### config.mk
export PLATFORM = sky130hd
export DESIGN_NAME = io_subsystem_top
export DESIGN_NICKNAME = d
export VERILOG_FILES = /design/src/io_pkg.sv /design/src/display.sv /design/src/endpoint_fifo.sv /design/src/io_bus.sv /design/src/io_subsystem_top.sv
export SDC_FILE = /design/constraint.sdc
export NUM_CORES = 1
export LEC_CHECK = 0
export ABC_AREA = 1
export BUFFER_PORTS_ARGS = -buffer_cell sky130_fd_sc_hd__buf_4
export CAP_MARGIN = 15
export CORE_ASPECT_RATIO = 0.9
export CORE_MARGIN = 3
export CORE_UTILIZATION = 50
export DETAILED_ROUTE_END_ITERATION = 8
export GPL_ROUTABILITY_DRIVEN = 1
export PLACE_DENSITY = 0.69
export SYNTH_ARGS = -nofsm -noshare
export SYNTH_HDL_FRONTEND = slang
export SYNTH_HIERARCHICAL = 1
export SYNTH_SLANG_ARGS = --single-unit
### constraint.sdc
create_clock -name clk -period 2.6 [get_ports clk]
set_input_delay 0.52 -clock clk [delete_from_list [all_inputs] [get_ports clk]]
set_output_delay 0.52 -clock clk [all_outputs]
set_load 0.05 [all_outputs]
### src/io_pkg.sv
/* Shared definitions of the I/O subsystem
 * Processor bus request and endpoint FIFO structs
 * I/O address map
 * Seven-segment font function
 */

package io_pkg;

   // Processor I/O bus request, one strobe per cycle
   typedef struct packed {
      logic        rd;           // Read strobe
      logic        wr;           // Write strobe
      logic [15:0] addr;         // I/O address
      logic [15:0] dout;         // Write data from processor
   } io_req_t;

   // Push side of an endpoint FIFO
   typedef struct packed {
      logic       wr;            // Push strobe
      logic [7:0] data;          // Byte to push
   } fifo_push_t;

   // FIFO state as seen by the consumer
   typedef struct packed {
      logic [7:0] data;          // Head byte, first-word fall-through
      logic       empty;
      logic       full;
   } fifo_stat_t;

   // Address map
   localparam logic [15:0] ADDR_KEY  = 16'h1000; // Push buttons
   localparam logic [15:0] ADDR_SW   = 16'h1001; // Slide switches
   localparam logic [15:0] ADDR_HEX  = 16'h2000; // Four hex digits
   localparam logic [15:0] ADDR_LEDG = 16'h2001; // Green LEDs
   localparam logic [15:0] ADDR_LEDR = 16'h2002; // Red LEDs
   localparam logic [15:0] ADDR_EP0I = 16'h3000; // Endpoint 0 in, write only
   localparam logic [15:0] ADDR_EP0O = 16'h3001; // Endpoint 0 out, read pops
   localparam logic [15:0] ADDR_EP1I = 16'h3002; // Endpoint 1 in, write only
   localparam logic [15:0] ADDR_STAT = 16'h3003; // Endpoint flags

   // Active-low segments, bit order gfedcba
   function automatic logic [6:0] seg_font(input logic [3:0] nib);
      case (nib)
         4'h0: seg_font = 7'b1000000;
         4'h1: seg_font = 7'b1111001;
         4'h2: seg_font = 7'b0100100;
         4'h3: seg_font = 7'b0110000;
         4'h4: seg_font = 7'b0011001;
         4'h5: seg_font = 7'b0010010;
         4'h6: seg_font = 7'b0000010;
         4'h7: seg_font = 7'b1111000;
         4'h8: seg_font = 7'b0000000;
         4'h9: seg_font = 7'b0010000;
         4'ha: seg_font = 7'b0001000;
         4'hb: seg_font = 7'b0000011; // Lower case b
         4'hc: seg_font = 7'b1000110;
         4'hd: seg_font = 7'b0100001; // Lower case d
         4'he: seg_font = 7'b0000110;
         default: seg_font = 7'b0001110; // F
      endcase
   endfunction

endpackage

### src/display.sv
/* Display registers on the I/O bus
 * Hex digit, green and red LED registers, write only
 * Seven-segment decoding into registered outputs, assertions
 */

`timescale 1ns/1ps

module display import io_pkg::*; (
   input  logic       clk,
   input  logic       rst_n_i,
   input  io_req_t    io_req_i,                     // Shared processor bus
   output logic [6:0] hex0_o,                       // Digit 0, bits 3:0
   output logic [6:0] hex1_o,
   output logic [6:0] hex2_o,
   output logic [6:0] hex3_o,                       // Digit 3, bits 15:12
   output logic [7:0] ledg_o,                       // Green LEDs
   output logic [9:0] ledr_o                        // Red LEDs
);

   logic [15:0] hex_q;                              // Four nibbles on display
   logic [15:0] hex_d;
   logic        wr_hex;
   logic        wr_ledg;
   logic        wr_ledr;
   logic [6:0]  seg_q [4];                          // Registered segment patterns

   assign wr_hex  = io_req_i.wr && (io_req_i.addr == ADDR_HEX);
   assign wr_ledg = io_req_i.wr && (io_req_i.addr == ADDR_LEDG);
   assign wr_ledr = io_req_i.wr && (io_req_i.addr == ADDR_LEDR);

   // Decode from the next value so digits change one cycle after wr
   assign hex_d = wr_hex ? io_req_i.dout : hex_q;

   always_ff @(posedge clk) begin
      if (!rst_n_i) begin
         hex_q  <= 16'h0000;
         ledg_o <= 8'h00;                           // LEDs off
         ledr_o <= 10'h000;
      end else begin
         hex_q <= hex_d;
         if (wr_ledg) begin
            ledg_o <= io_req_i.dout[7:0];
         end
         if (wr_ledr) begin
            ledr_o <= io_req_i.dout[9:0];
         end
      end
   end

   for (genvar i = 0; i < 4; i++) begin : g_digit
      always_ff @(posedge clk) begin
         if (!rst_n_i) begin
            seg_q[i] <= seg_font(4'h0);             // Glyph 0 after reset
         end else begin
            seg_q[i] <= seg_font(hex_d[4*i +: 4]);
         end
      end
   end

   assign hex0_o = seg_q[0];
   assign hex1_o = seg_q[1];
   assign hex2_o = seg_q[2];
   assign hex3_o = seg_q[3];

   // Processor issues at most one strobe per cycle
   a_one_strobe: assert property (@(posedge clk) disable iff (!rst_n_i)
      !(io_req_i.rd && io_req_i.wr))
      else $error("display saw rd and wr together");

endmodule

### src/endpoint_fifo.sv
/* Endpoint byte FIFO
 * Synchronous circular buffer, first-word fall-through
 * Full and empty flags, occupancy assertions
 */

`timescale 1ns/1ps

module endpoint_fifo import io_pkg::*; #(
   parameter int unsigned FIFO_DEPTH = 8            // Power of two
) (
   input  logic       clk,
   input  logic       rst_n_i,
   input  fifo_push_t push_i,                       // Producer side
   input  logic       rd_i,                         // Pop strobe from consumer
   output fifo_stat_t stat_o                        // Head byte and flags
);

   localparam int unsigned AW = $clog2(FIFO_DEPTH);

   logic [7:0]  mem [FIFO_DEPTH];                   // Storage, no reset
   logic [AW:0] wr_ptr;                             // Extra bit tells full from empty
   logic [AW:0] rd_ptr;
   logic [AW:0] count;                              // Occupancy
   logic        empty;
   logic        full;
   logic        do_push;
   logic        do_pop;

   assign empty   = (wr_ptr == rd_ptr);
   assign full    = (wr_ptr[AW] != rd_ptr[AW]) &&
                    (wr_ptr[AW-1:0] == rd_ptr[AW-1:0]);
   assign count   = wr_ptr - rd_ptr;
   assign do_push = push_i.wr && !full;             // Push into full FIFO dropped
   assign do_pop  = rd_i && !empty;                 // Pop from empty FIFO ignored

   always_ff @(posedge clk) begin
      if (!rst_n_i) begin
         wr_ptr <= '0;
         rd_ptr <= '0;
      end else begin
         if (do_push) begin
            wr_ptr <= wr_ptr + 1'b1;
         end
         if (do_pop) begin
            rd_ptr <= rd_ptr + 1'b1;
         end
      end
   end

   always_ff @(posedge clk) begin
      if (do_push) begin
         mem[wr_ptr[AW-1:0]] <= push_i.data;
      end
   end

   // Head is visible without a pop, next byte after each pop edge
   assign stat_o.data  = mem[rd_ptr[AW-1:0]];
   assign stat_o.empty = empty;
   assign stat_o.full  = full;

   // Pointers never drift more than one buffer apart
   a_occupancy: assert property (@(posedge clk) disable iff (!rst_n_i)
      count <= FIFO_DEPTH)
      else $error("endpoint_fifo occupancy %0d above depth", count);

   a_flags: assert property (@(posedge clk) disable iff (!rst_n_i)
      !(empty && full))
      else $error("endpoint_fifo empty and full together");

endmodule

### src/io_bus.sv
/* I/O bus decoder
 * Key, switch and status reads, registered read data
 * Push strobes for the in endpoints, pop strobe for endpoint 0 out
 */

`timescale 1ns/1ps

module io_bus import io_pkg::*; #(
   parameter int unsigned FIFO_DEPTH = 8            // Depth of the endpoint FIFOs
) (
   input  logic        clk,
   input  logic        rst_n_i,
   input  io_req_t     io_req_i,                    // Processor bus request
   input  logic [3:0]  key_i,                       // Push buttons
   input  logic [9:0]  sw_i,                        // Slide switches
   output logic [15:0] io_din_o,                    // Read data, one cycle after rd
   output fifo_push_t  ep0i_push_o,                 // Bus writes into endpoint 0 in
   output fifo_push_t  ep1i_push_o,                 // Bus writes into endpoint 1 in
   output logic        ep0o_rd_o,                   // Bus read pops endpoint 0 out
   input  fifo_stat_t  ep0o_stat_i,
   input  fifo_stat_t  ep0i_stat_i,
   input  fifo_stat_t  ep1i_stat_i
);

   logic        sel_ep0i;
   logic        sel_ep0o;
   logic        sel_ep1i;
   logic [15:0] rdata;                              // Read mux output
   logic [15:0] stat_word;

   assign sel_ep0i = (io_req_i.addr == ADDR_EP0I);
   assign sel_ep0o = (io_req_i.addr == ADDR_EP0O);
   assign sel_ep1i = (io_req_i.addr == ADDR_EP1I);

   // Low byte of the write data goes to the FIFO
   assign ep0i_push_o.wr   = io_req_i.wr && sel_ep0i;
   assign ep0i_push_o.data = io_req_i.dout[7:0];
   assign ep1i_push_o.wr   = io_req_i.wr && sel_ep1i;
   assign ep1i_push_o.data = io_req_i.dout[7:0];

   // Pop at the edge that ends the rd cycle, head sampled at the same edge
   assign ep0o_rd_o = io_req_i.rd && sel_ep0o && !ep0o_stat_i.empty;

   assign stat_word = {13'h0000,
                       ep1i_stat_i.full,            // Bit 2
                       ep0o_stat_i.empty,           // Bit 1
                       ep0i_stat_i.full};           // Bit 0

   always_comb begin
      rdata = 16'h0000;                             // Unmapped and display reads
      case (io_req_i.addr)
         ADDR_KEY:  rdata = {12'h000, key_i};
         ADDR_SW:   rdata = {6'h00, sw_i};
         ADDR_EP0O: begin
            if (!ep0o_stat_i.empty) begin
               rdata = {8'h00, ep0o_stat_i.data};   // Empty FIFO reads as 0
            end
         end
         ADDR_STAT: rdata = stat_word;
         default:   rdata = 16'h0000;
      endcase
   end

   always_ff @(posedge clk) begin
      if (!rst_n_i) begin
         io_din_o <= 16'h0000;
      end else begin
         io_din_o <= io_req_i.rd ? rdata : 16'h0000; // Zero after non-read cycles
      end
   end

   // Pointer wrap in the FIFOs needs a power-of-two depth
   a_depth: assert property (@(posedge clk)
      FIFO_DEPTH >= 2 && (FIFO_DEPTH & (FIFO_DEPTH - 1)) == 0)
      else $error("io_bus FIFO_DEPTH %0d not a power of two", FIFO_DEPTH);

   // Accepted bus push makes endpoint 0 in non-empty one cycle later
   a_ep0i_push: assert property (@(posedge clk) disable iff (!rst_n_i)
      ep0i_push_o.wr && !ep0i_stat_i.full |=> !ep0i_stat_i.empty)
      else $error("io_bus push into endpoint 0 in not visible");

endmodule

### src/io_subsystem_top.sv
/* I/O subsystem top level
 * Bus decoder, three endpoint FIFOs and display
 */

`timescale 1ns/1ps

module io_subsystem_top import io_pkg::*; #(
   parameter int unsigned FIFO_DEPTH = 8            // Depth of every endpoint FIFO
) (
   input  logic        clk,
   input  logic        rst_n_i,
   input  logic [3:0]  key_i,
   input  logic [9:0]  sw_i,
   input  io_req_t     io_req_i,                    // Processor bus
   output logic [15:0] io_din_o,
   input  logic        ep0i_rd_i,                   // USB pops endpoint 0 in
   output logic [7:0]  ep0i_data_o,
   output logic        ep0i_empty_o,
   input  fifo_push_t  ep0o_push_i,                 // USB pushes endpoint 0 out
   output logic        ep0o_full_o,
   input  logic        ep1i_rd_i,                   // USB pops endpoint 1 in
   output logic [7:0]  ep1i_data_o,
   output logic        ep1i_empty_o,
   output logic [6:0]  hex0_o,
   output logic [6:0]  hex1_o,
   output logic [6:0]  hex2_o,
   output logic [6:0]  hex3_o,
   output logic [7:0]  ledg_o,
   output logic [9:0]  ledr_o
);

   fifo_push_t ep0i_push;                           // Bus side pushes
   fifo_push_t ep1i_push;
   logic       ep0o_rd;                             // Bus side pop
   fifo_stat_t ep0i_stat;
   fifo_stat_t ep0o_stat;
   fifo_stat_t ep1i_stat;

   io_bus #(.FIFO_DEPTH(FIFO_DEPTH)) u_io_bus (
      .clk(clk), .rst_n_i(rst_n_i), .io_req_i(io_req_i),
      .key_i(key_i), .sw_i(sw_i), .io_din_o(io_din_o),
      .ep0i_push_o(ep0i_push), .ep1i_push_o(ep1i_push), .ep0o_rd_o(ep0o_rd),
      .ep0o_stat_i(ep0o_stat), .ep0i_stat_i(ep0i_stat), .ep1i_stat_i(ep1i_stat));

   endpoint_fifo #(.FIFO_DEPTH(FIFO_DEPTH)) u_ep0i (
      .clk(clk), .rst_n_i(rst_n_i), .push_i(ep0i_push),
      .rd_i(ep0i_rd_i), .stat_o(ep0i_stat));

   endpoint_fifo #(.FIFO_DEPTH(FIFO_DEPTH)) u_ep0o (
      .clk(clk), .rst_n_i(rst_n_i), .push_i(ep0o_push_i),
      .rd_i(ep0o_rd), .stat_o(ep0o_stat));

   endpoint_fifo #(.FIFO_DEPTH(FIFO_DEPTH)) u_ep1i (
      .clk(clk), .rst_n_i(rst_n_i), .push_i(ep1i_push),
      .rd_i(ep1i_rd_i), .stat_o(ep1i_stat));

   display u_display (
      .clk(clk), .rst_n_i(rst_n_i), .io_req_i(io_req_i),
      .hex0_o(hex0_o), .hex1_o(hex1_o), .hex2_o(hex2_o), .hex3_o(hex3_o),
      .ledg_o(ledg_o), .ledr_o(ledr_o));

   // USB side views of the endpoint FIFOs
   assign ep0i_data_o  = ep0i_stat.data;
   assign ep0i_empty_o = ep0i_stat.empty;
   assign ep0o_full_o  = ep0o_stat.full;
   assign ep1i_data_o  = ep1i_stat.data;
   assign ep1i_empty_o = ep1i_stat.empty;

endmodule

==> results summary, run 1 <==
The flow ran to the end, and the final reports show no timing, DRC or antenna violations. The number of antenna violations at the first check in global routing is 0. The hold buffer count at CTS came out at 0.

Global routing used 20.00% of the available tracks. The number of nets still failing antenna checks after routing is 0. In this run the most used layer during global routing was met2. After technology mapping, the gate count stands at between 1000 and 1500. Cells with a size suffix above 1 make up between 20% and 30% of the layout.

The final max-slew violation count was 0. The maximum clock rate is around 420 MHz. The global-route wire length before repair is a little under 50000 µm. Across the VDD grid, the largest voltage drop is 643.8 µV.

The worst-case hold slack came out at between 0.15 and 0.2 ns. The adder-cell share of the synthesized area is around 2.8%. Routability-driven placement finished with a final weighted congestion of around 0.86. The post-CTS repair timing setup buffer count came out at 0. The layout-stage area growth over the synthesis result is 18.14%. Yosys attributes the largest share of cell area to edfxtp_1 (42%), dfxtp_1 (15%), nand2_1 (7.6%), nor2_1 (4.8%), mux2i_1 (3.5%). The worst hold-check path type is in -> reg. The CTS sink count came out at between 200 and 300.

For the worst setup path, the data arrival time is 1.88 ns. The total via count after detailed routing came out at slightly below 10000. The remaining routing DRC violations came out at 0. The shortest clock period the worst path allows after layout is 2.404 ns.

The depth of the CTS H-tree came out at 1. For the worst-skew pair, the clock arrives at the later sink with an insertion delay of around 0.54 ns. The worst-path maximum fanout is 18. The number of library cell types mapped by synthesis is 39.

The CTS tree is built. The number of detailed-route iterations in the first pass came out at 5. The initial cell density of the core came out at between 50% and 60%. The height of the chip is 162.6 µm. In the layout the commonest cells are nand2_1 (276), edfxtp_1 (192), buf_4 (183). The worst-case clock skew is about 0.0064 ns.

In this run the count of I/O pins placed on the die edge is around 140. The summed instance area of the synthesized netlist is 13630 µm². The number of hold violations in the final report came out at 0. The top cell type's share of synthesized area is a little over two fifths. The area fraction in and, or, nand and nor cells after synthesis is just over 20%. The parity-gate share of the synthesized area counting xor and xnor cells came out at less than 1%. The number of clock buffers inserted by TritonCTS is 30.

The final routed wirelength across all metal layers is 29700 µm. The mux contribution to synthesized area is 3.525%. The largest net degree at the start of global routing is 35.

The clock tree root driver cell is clkbuf_16. The worst setup path is captured at an output pin. The launch point of the worst reg-to-reg path is u_ep0o/wr_ptr[0].

The core region is 26420 µm². The total of max-cap violations came out at 0. For met2 alone, demand over resource in global routing was about 33%. By area, the combinational part of the netlist is dominated by simple AND/OR/NAND/NOR gates. The share of synthesized area occupied by flip-flops and latches is between 50% and 60%. The leakage dissipation came out at 6.666 nW. The critical path class is reg -> out.

The final clock period utilization by the worst path came out at between 90% and 100%. The floorplan die width came out at about 180 µm. The antenna diode count is 0. The number of global-route vias before repair came out at about 9500. The quantity of I/O buffers inserted on ports is between 100 and 150.

Detailed placement ended at an HPWL of 20600 µm. Summing the areas of all compound-gate instances in the mapped netlist gives approximately 8.8% of the synthesized area. The final-layout setup total negative slack is 0 ns. The worst hold path begins at ep0o_push_i[5]. Global routing finished with a remaining overflow of 0.

Setup repair after global routing left no endpoint under its margin. The number of violations reported at the end of detailed-routing iteration 0 came out at slightly below 800. The routing usage on met3 came out at roughly 3.3%. The top cell type by total area after synthesis is edfxtp_1.

The library cell used most frequently in the layout, excluding fill and tap cells, is nand2_1. The kind of start point of the critical path is a flop. The clock passes through at most 3 buffers. The routed wirelength normalized by instance count came out at 15.79 µm. A synthesized cell averages approximately 10 µm². The number of warnings printed during yosys synthesis is 6. The data required time of the critical path is between 2 and 2.5 ns. The per-cell via count in the routed design is roughly 5.2. Dividing total power by cell area gives a power density of ~640 nW/µm². The number of core rows is between 50 and 60. Global routing consumed, on the met1 layer, between 20 and 30% of the routing resources. The clock-pin slew on the worst setup and hold paths is approximately 0.060 ns. After layout, the design draws a total of 0.01035 W. The post-synthesis sequential element count came out at slightly below 300. The net count of the finished layout came out at 1600. The final setup violation count is 0. The floorplan step defined a die boundary enclosing slightly below 30000 µm².
cells in the mapped netlist:
cell type  number
nor3_1          2
nor2_1        173
nand4_4         3
o21a_1         10
o21ai_1        12
a21oi_1        35
o21ai_4         6
dfxtp_1       105
a21oi_2        12
nand2_4         8
nand3_2         7
nand4_1         8
mux2i_1        48
nor2_4          7
buf_1           1
nand2_2        24
o21ai_0        61
and2_4          3
nor2_8          4
buf_4          40
buf_6           3
clkbuf_1       13
xnor2_2         3
nand3_1        68
nor4_4          1
o211ai_1        2
nor2_2         10
nand3_4         2
edfxtp_1      192
inv_1         102
inv_2          13
nand3b_1        1
a21boi_1        1
buf_2          13
ha_1           30
conb_1          1
nand2_1       276
o22ai_1        49
o21ai_2         6
report_power, final:
part           switching, W  internal, W
combinational      0.000612     0.000305
clock               0.00170      0.00264
sequential        0.0000330      0.00506
total               0.00234      0.00800
flip-flops by register name (all words and copies together) (netlist names), 8 cells and up, named ones only:
register           count
u_io_bus/io_din_o     10
u_ep1i/mem            64
u_ep0i/mem            64
u_display/hex_q       16
u_ep0o/mem            64
u_display/ledr_o      10
u_display/ledg_o       8
u_display/seg_q       28
worst max-delay path: stages, from the launching register on:
cell	delay, ns
dfxtp_4	0.44
buf_6	0.22
o21ai_0	0.12
o22ai_1	0.21
nand2_1	0.08
nand2_1	0.07
buf_4	0.19
metrics by stage:
| stage | cell area, µm² | utilization [%] | worst slack, ns | cells |
|---|---|---|---|---|
| global route | 16100 | 60.96 | 0.07085 | 1881 |
| CTS | 16090 | 60.93 | 0.01691 | 1881 |
| floorplan | 13650 | - | 0.1881 | 1360 |
| finish | 16100 | 60.96 | 0.1964 | 1881 |
| detailed placement | 15070 | 57.07 | 0.06786 | 1825 |
| global placement | 15070 | 57.07 | 0.1388 | 1825 |
cells by family after synthesis:
group           Yosys count
other cells               1
mux                      48
simple gates            597
xor+xnor                  3
flops                   297
buf+inv                 185
compound gates          194
fa+ha+maj                30
per-layer routing:
| metal | share of wire, % | vias up |
|---|---|---|
| met5 | 0 | - |
| met4 | 2.1 | 0 |
| met3 | 6.1 | 51 |
| met2 | 47 | 263 |
| met1 | 45 | 4548 |
| li1 | - | 4854 |
worst paths after layout:
| check | endpoint | slack, ns | cells after the start |
|---|---|---|---|
| setup / recovery | ep0i_data_o[7] | 0.20 | 6 |
| hold / removal | u_ep0o/mem[4][5] | 0.20 | 1 |
| setup reg to reg | u_ep0o/rd_ptr[3] | 0.49 | 14 |
| hold reg to reg | u_display/ledr_o[6] | 0.47 | 1 |
area by class of cell:
class | instances | area (µm²)
clock buffers | 45 | 888.4
clock inverters | 11 | 130.1
fillers | 2140 | 10310
inverters | 115 | 434.2
multi-input cells | 878 | 4898
flip-flops and latches | 297 | 7871
well taps | 348 | 435.4
repair buffers | 187 | 1445
what timing repair did:
action,CTS,global route
gates resized for setup,1,4
endpoints found under the setup margin,8,7
hold endpoints to repair,0,0
(Power assumes the default switching activity.)
==> run 2, diff against run 1 <==
CORE_UTILIZATION = 64   (was 50)
PLACE_DENSITY = 0.86   (was 0.69)
clock period = 2.8 ns   (was 2.6 ns; I/O delays follow)
==> results summary, run 2 (synthesis results as in run 1) <==
The first global-routing pass estimated 47460 µm of wire. The worst hold-check path type is in -> reg. The total of max-cap violations came out at 0. The final weighted congestion in routability-driven placement came out at about 0.91. The number of buffer and inverter stages on the critical path is 2. The layout-stage area growth over the synthesis result is 17.07%. The finished layout holds approximately 1800 standard cells, fillers aside. The number of clock buffers inserted by TritonCTS came out at 29. Counting tap cells, the placed design contains a total of 1752 instances. The terminating pin of the worst hold path is u_ep0o/mem[5][1]. The insertion delay to the later sink of the worst-skew pair is 0.54 ns. The region available for standard cell placement spans around 21000 µm². The setup path with the least slack is of type reg -> out. Global routing used 25.39% of the available tracks across all layers. The largest net degree at the start of global routing is 41. The worst-path maximum fanout is 22. The area of the multi-input gates came out at ~4900 µm². Among all stages on the critical path, the largest delay is contributed by dfxtp_1.

The number of nets still failing antenna checks after routing is 0. The total power per unit cell area came out at 609.4 nW/µm². The floorplan step defined a die boundary enclosing ~23000 µm². In this run the static leakage power is between 6 and 7 nW.

The register area came out at roughly 7900 µm². The worst register-to-register path has a depth of 14. In this run the critical register-to-register path is launched from u_ep0o/rd_ptr[0]. The largest single stage delay on the critical path is about 0.54 ns. The number of filler instances in the final layout came out at 1378. The kind of start point of the critical path is a flop. The first detailed-routing pass took 5 iterations.

The per-cell via count in the routed design is approximately 5.5. The minimum setup slack among reg-to-reg paths came out at 0.38 ns. Setup repair after global routing left no endpoint under its margin. The number of antenna violations at the first check in global routing was 0. Summed over all nets, the half-perimeter wirelength after detailed placement is between 20000 and 25000 µm. The peak supply drop is roughly 670 µV. The endpoint identified for the worst register-to-register timing path is u_ep0o/rd_ptr[3]. CTS saw 297 sinks. The slew of the pin with the lowest slew margin is 0.8245 ns. The data required time of the critical path is between 2 and 2.5 ns.

Summed over all failing endpoints, the final setup total negative slack is 0 ns. The antenna diode count is 0. TritonCTS built the clock tree. The remaining routing DRC violations came out at 0. The number of violations reported at the end of detailed-routing iteration 0 is about 800. The net count of the finished layout came out at between 1500 and 2000. The post-CTS repair timing setup buffer count is 0. The number of I/O pins came out at roughly 140. The final setup violation count came out at 0.

The maximum buffer depth of the clock tree is 3. The count of cells along the worst hold path is 1. For this block, the routed nets add up to 29640 µm of wire. The floorplan die width came out at 159.8 µm. The number of hold violations in the final report is 0. The depth of the CTS H-tree came out at 1. The total congestion overflow is 0. The total via count after detailed routing is just under 10000. The clock-pin slew on the worst setup and hold paths is 0.06 ns. The final max-slew violation count is 0. The number of global-route vias before repair came to about 9600.

The quantity of I/O buffers inserted on ports is roughly 140. The shortest clock period the worst path allows after layout came out at ~2.7 ns. The source of the worst hold timing path is ep0o_push_i[1].

The maximum clock rate came out at 377.0 MHz. Traced cell by cell, the critical path runs through buf_4, o21ai_0, o22ai_1, nand2_1, nand2_1, buf_4. The floorplan has 50 rows. The normalized max-slew margin came out at 44.96%.

The most common cell after layout, fill and taps aside is nand2_1. The final core area utilization is between 70% and 80%. The worst setup path is captured at an output pin. Data on the critical path arrives at its endpoint at 2.09 ns. The height of the chip came out at ~140 µm. The cell sitting at the root of the clock tree is a clkbuf_16. In the finished design, the share of the clock period the worst path needs comes to between 90% and 100%. Among cell families on the critical path, the largest total delay comes from flip-flops. The initial cell density of the core is 65.43%. Leaving out fill and tap cells, the most frequent cells in the layout are nand2_1 (276), edfxtp_1 (192), buf_4 (173), nor2_1 (173), dfxtp_1 (104).

Of the cells placed in the final design, the portion with a size suffix greater than 1 is approximately 22%. The worst-case clock skew came out at ~0.0075 ns. The routed wirelength normalized by instance count is 16.41 µm.

The flow ran to the end, and the final reports show no timing, DRC or antenna violations.
run 2: changes by cell type in the layout (fill, tap and decap cells not counted):
cell and change:
buf_4 -10, clkbuf_1 -5, clkinvlp_4 +5, bufinv_16 +3, clkbuf_8 -3, clkbuf_16 -2, clkinv_1 -2, buf_6 -1
clkinv_2 +1, dfxtp_2 +1, dfxtp_4 -1, inv_2 +1, inv_4 -1, inv_6 +1
run 2: layout make-up:
type                            count  area share (%)
Clock buffer                       35           4.877
Sequential cell                   297           49.31
Tap cell                          286           2.242
Inverter                          115           2.705
Clock inverter                     19           1.654
Multi-Input combinational cell    878           30.70
Timing Repair Buffer              176           8.515
run 2: where the power goes:
group	internal, W	leakage [nW]	switching, W	total (W)
Combinational	0.000280	3.54	0.000565	0.000845
Sequential	0.00470	2.58	0.0000387	0.00473
Clock	0.00254	0.488	0.00161	0.00415
Total	0.00751	6.61	0.00221	0.00973
run 2: how the worst max path moves through the flow:
stage	cells past startpoint	endpoint
after detailed placement	12	u_display/seg_q[1][5]
final	6	ep0i_data_o[1]
after global placement	12	u_display/seg_q[1][5]
after floorplan	7	u_ep0i/mem[1][0]
after global routing	6	ep0i_data_o[1]
after CTS	6	ep1i_data_o[6]
run 2: metrics by stage:
stage          hold WS, ns  setup slack (ns)  total power, W  cell area (µm²)
4_1_cts             0.2254           0.03349        0.009787            15960
6_report            0.2442            0.1474        0.009725            15960
2_1_floorplan       0.4964            0.3481        0.005417            13650
3_5_place_dp        0.4622            0.1841        0.005666            14910
5_1_grt             0.2322           0.01587         0.01004            15960
3_3_place_gp        0.4527            0.2693        0.005642            14910
run 2: what timing repair did:
| item | 4_1_cts | 5_1_grt |
|---|---|---|
| gates resized for setup | 0 | 1 |
| hold endpoints to repair | 0 | 0 |
| endpoints found under the setup margin | 0 | 1 |
| hold buffers | 0 | 0 |
run 2: routing by layer:
layer / share of wire [%] / up-vias / global-route usage [%]
li1: - / 4832 / -
met2: 49 / 330 / 44.12
met5: 0 / - / 0
met3: 6.4 / 67 / 4.410
met4: 2.7 / 0 / 8.493
met1: 41 / 4676 / 32.87
==> run 3, diff against run 2 <==
CELL_PAD_IN_SITES_DETAIL_PLACEMENT = 0   (was default)
CELL_PAD_IN_SITES_GLOBAL_PLACEMENT = 1   (was default)
CORE_UTILIZATION = 50   (was 64)
CTS_BUF_LIST = sky130_fd_sc_hd__clkbuf_4 sky130_fd_sc_hd__clkbuf_8 sky130_fd_sc_hd__clkbuf_16   (was default)
PLACE_DENSITY = 0.85   (was 0.86)
==> results summary, run 3 (synthesis results as in run 1) <==
The run finished with clean final reports. The number of antenna violations at the first check in global routing came to 0. Overall power consumption after layout is estimated at ~0.0096 W. The largest net degree at the start of global routing came out at 33. The worst-path maximum fanout is 19.

The final routed wirelength across all metal layers came out at 29670 µm. The number of hold violations in the final report is 0. The worst-case clock skew came out at 0.01294 ns. The tool flagged a number of max-cap violations equal to 0.

The antenna diode count came out at 0. In the post-route analysis, the smallest setup slack over all paths is ~0.22 ns. Relative to the synthesized area, the layout overhead comes to 17.57%. The floorplan die width came out at 180.0 µm. The quantity of I/O buffers inserted on ports is between 100 and 150. Walking the worst path, the cells encountered are buf_4, inv_2, nor2_1, o22ai_1, nand2_1, nand2_1, buf_4.

TritonCTS built the clock tree. The number of detailed-route iterations in the first pass is 5. After detailed routing, the number of remaining DRC violations is 0.

The proportion of power drawn by combinational gates came out at about 8.9%. The first global-routing pass estimated 47070 µm of wire. The final max-slew violation count came out at 0.

STA classifies the critical path startpoint as a flop. For the pin with the worst max-slew slack, the measured transition is a little over 0.7 ns. Leaving out fill and tap cells, the most frequent cell in the layout is nand2_1.

Setup repair after global routing left no endpoint under its margin. The wire-length estimate of the detail-placed layout is around 21000 µm. The peak supply drop is ~540 µV. After detailed routing, the number of vias per cell comes to around 5.2. Clock tree synthesis found a total of between 200 and 300 sinks. In this run the power spent charging and discharging nets is 0.002217 W.

The number of cells upsized or downsized after cts is 0. The worst hold path begins at sw_i[9]. The data required time of the critical path is around 2.2 ns. The net count of the finished layout is about 1600. The height of the chip is about 160 µm.

The clock tree root driver cell is clkbuf_16. The sequential cell fraction of total power is 49.3%. Once layout is complete, the utilization of the core stands at 60.67%. The number of clock buffers inserted by TritonCTS is 30. The global routing met2 resource utilization came out at between 30 and 40%. In this run the tightest slew margin relative to its limit is about half. For flop-to-flop paths, the worst setup slack is ~0.63 ns.

STA classifies the critical path endpoint as an output pin. The number of violations reported at the end of detailed-routing iteration 0 came out at a little under 600. The clock network fraction of design power came out at between 40% and 50%.

Counting both buffers and inverters, the worst setup path holds a total of 3. The total global-route track usage came out at between 10% and 20%. The number of I/O pins is about 140. The core area came out at 26420 µm². Broken down by cell family, the worst path's largest delay share belongs to buffers and inverters. The most heavily used metal layer in global routing is met2. The worst setup path is of the reg -> out kind.

The number of nets still failing antenna checks after routing is 0. The data arrival time of the worst path is between 2 and 2.5 ns. The clock-pin slew on the worst setup and hold paths is ~0.060 ns.

The total power per unit cell area is about 600 nW/µm². In this run the critical register-to-register path is launched from u_ep0o/wr_ptr[0]. In this design, the stage delay of the slowest critical-path cell is 0.31 ns. The insertion delay to the later sink of the worst-skew pair came out at roughly 0.55 ns. The routing usage on met3 is 3.439%. The die footprint came out at 29280 µm². The number of global-route vias before repair is ~9200. The routed wirelength normalized by instance count is 15.84 µm. The final setup violation count is 0. The final clock period utilization by the worst path came out at between 90% and 100%.

The leakage dissipation is about 6.7 nW. The final-layout setup total negative slack came out at 0 ns. Routability-driven placement finished with a final weighted congestion of 0.8374.

The maximum clock rate came out at ~390 MHz. The worst-case hold slack came out at 0.2449 ns. The global-route met1 utilization came out at a little over a quarter.

The cell-internal power came out at 0.007371 W. The switching share of total power is 23.12%. CTS built an H-tree with a depth of 1. The depth of the worst register-to-register path is 14. In this run the critical register-to-register path is captured at u_ep0o/rd_ptr[3].

The top cell types in the final layout, fill and taps aside, are nand2_1 (276), edfxtp_1 (192), buf_4 (178). The maximum buffer depth of the clock tree came out at 3. The count of cells along the worst hold path is 3. The initial cell density of the core came out at approximately half. The detailed router placed between 9000 and 10000 vias in this run. The shortest clock period the worst path allows after layout came out at 2.580 ns. In this run the worst hold path is classified as in -> reg. The share of layout cells above drive strength 1 came out at between 20% and 30%. Among all stages on the critical path, the largest delay is contributed by dfxtp_1.

The total congestion overflow came out at 0. For hold timing, the worst endpoint is u_io_bus/io_din_o[9]. The floorplan has 56 rows. The post-CTS repair timing setup buffer count is 0. The number of hold buffers added after CTS was 0. The pre-CTS setup slack came out at approximately 0.15 ns.
-- run 3: cell count changes in the layout (fill, tap and decap cells not counted), moves of 3 or more --
cell,delta
bufinv_16,-6
clkbuf_16,+3
clkbuf_4,+7
buf_4,+5
clkbuf_1,-3
clkinvlp_4,-6
clkbuf_8,+6
-- run 3: how the worst max path moves through the flow --
| stage | start | to | slack [ns] | cells past startpoint |
|---|---|---|---|---|
| finish | flop | ep0i_data_o[1] | 0.22 | 7 |
| global route | flop | ep0i_data_o[1] | 0.1 | 7 |
| CTS | flop | ep1i_data_o[7] | 0.05 | 6 |
| detailed placement | io_req_i[25] | u_display/seg_q[1][5] | 0.15 | 12 |
| global placement | io_req_i[25] | u_display/seg_q[1][5] | 0.22 | 12 |
| floorplan | io_req_i[27] | u_ep0i/mem[1][0] | 0.35 | 7 |
-- run 3: through the flow --
stage	cell area, µm²	instances
3_3_place_gp	14990	1817
6_report	16030	1873
3_5_place_dp	14990	1817
4_1_cts	16020	1873
2_1_floorplan	13650	1360
5_1_grt	16030	1873
-- run 3: layout make-up --
| type | instances | area, µm² |
|---|---|---|
| fillers | 2195 | 10390 |
| flip-flops and latches | 297 | 7869 |
| multi-input cells | 878 | 4898 |
| repair buffers | 179 | 1356 |
| clock buffers | 48 | 977.2 |
| well taps | 348 | 435.4 |
| inverters | 115 | 431.7 |
| clock inverters | 8 | 57.56 |
-- run 3: per-layer routing --
metal  vias up  routed length [µm]
met1      4534               13310
met3        57                1596
met2       263               14040
li1       4834                   -
met4         0                 718
met5         -                   0
-- run 3: power by group through the flow --
stage	Sequential, W	Clock, W	Combinational (W)
after floorplan	0.00481	0	0.000607
after global placement	0.00482	0	0.000839
after detailed placement	0.00482	0	0.000851
after CTS	0.00473	0.00409	0.000855
after global routing	0.00473	0.00427	0.000924
final	0.00473	0.00401	0.000849
-- run 3: worst min-delay path, delay by kind of cell --
family	cells	cell delay, ns
buffers and inverters	1	0.07
AND/OR/NAND/NOR	2	0.12
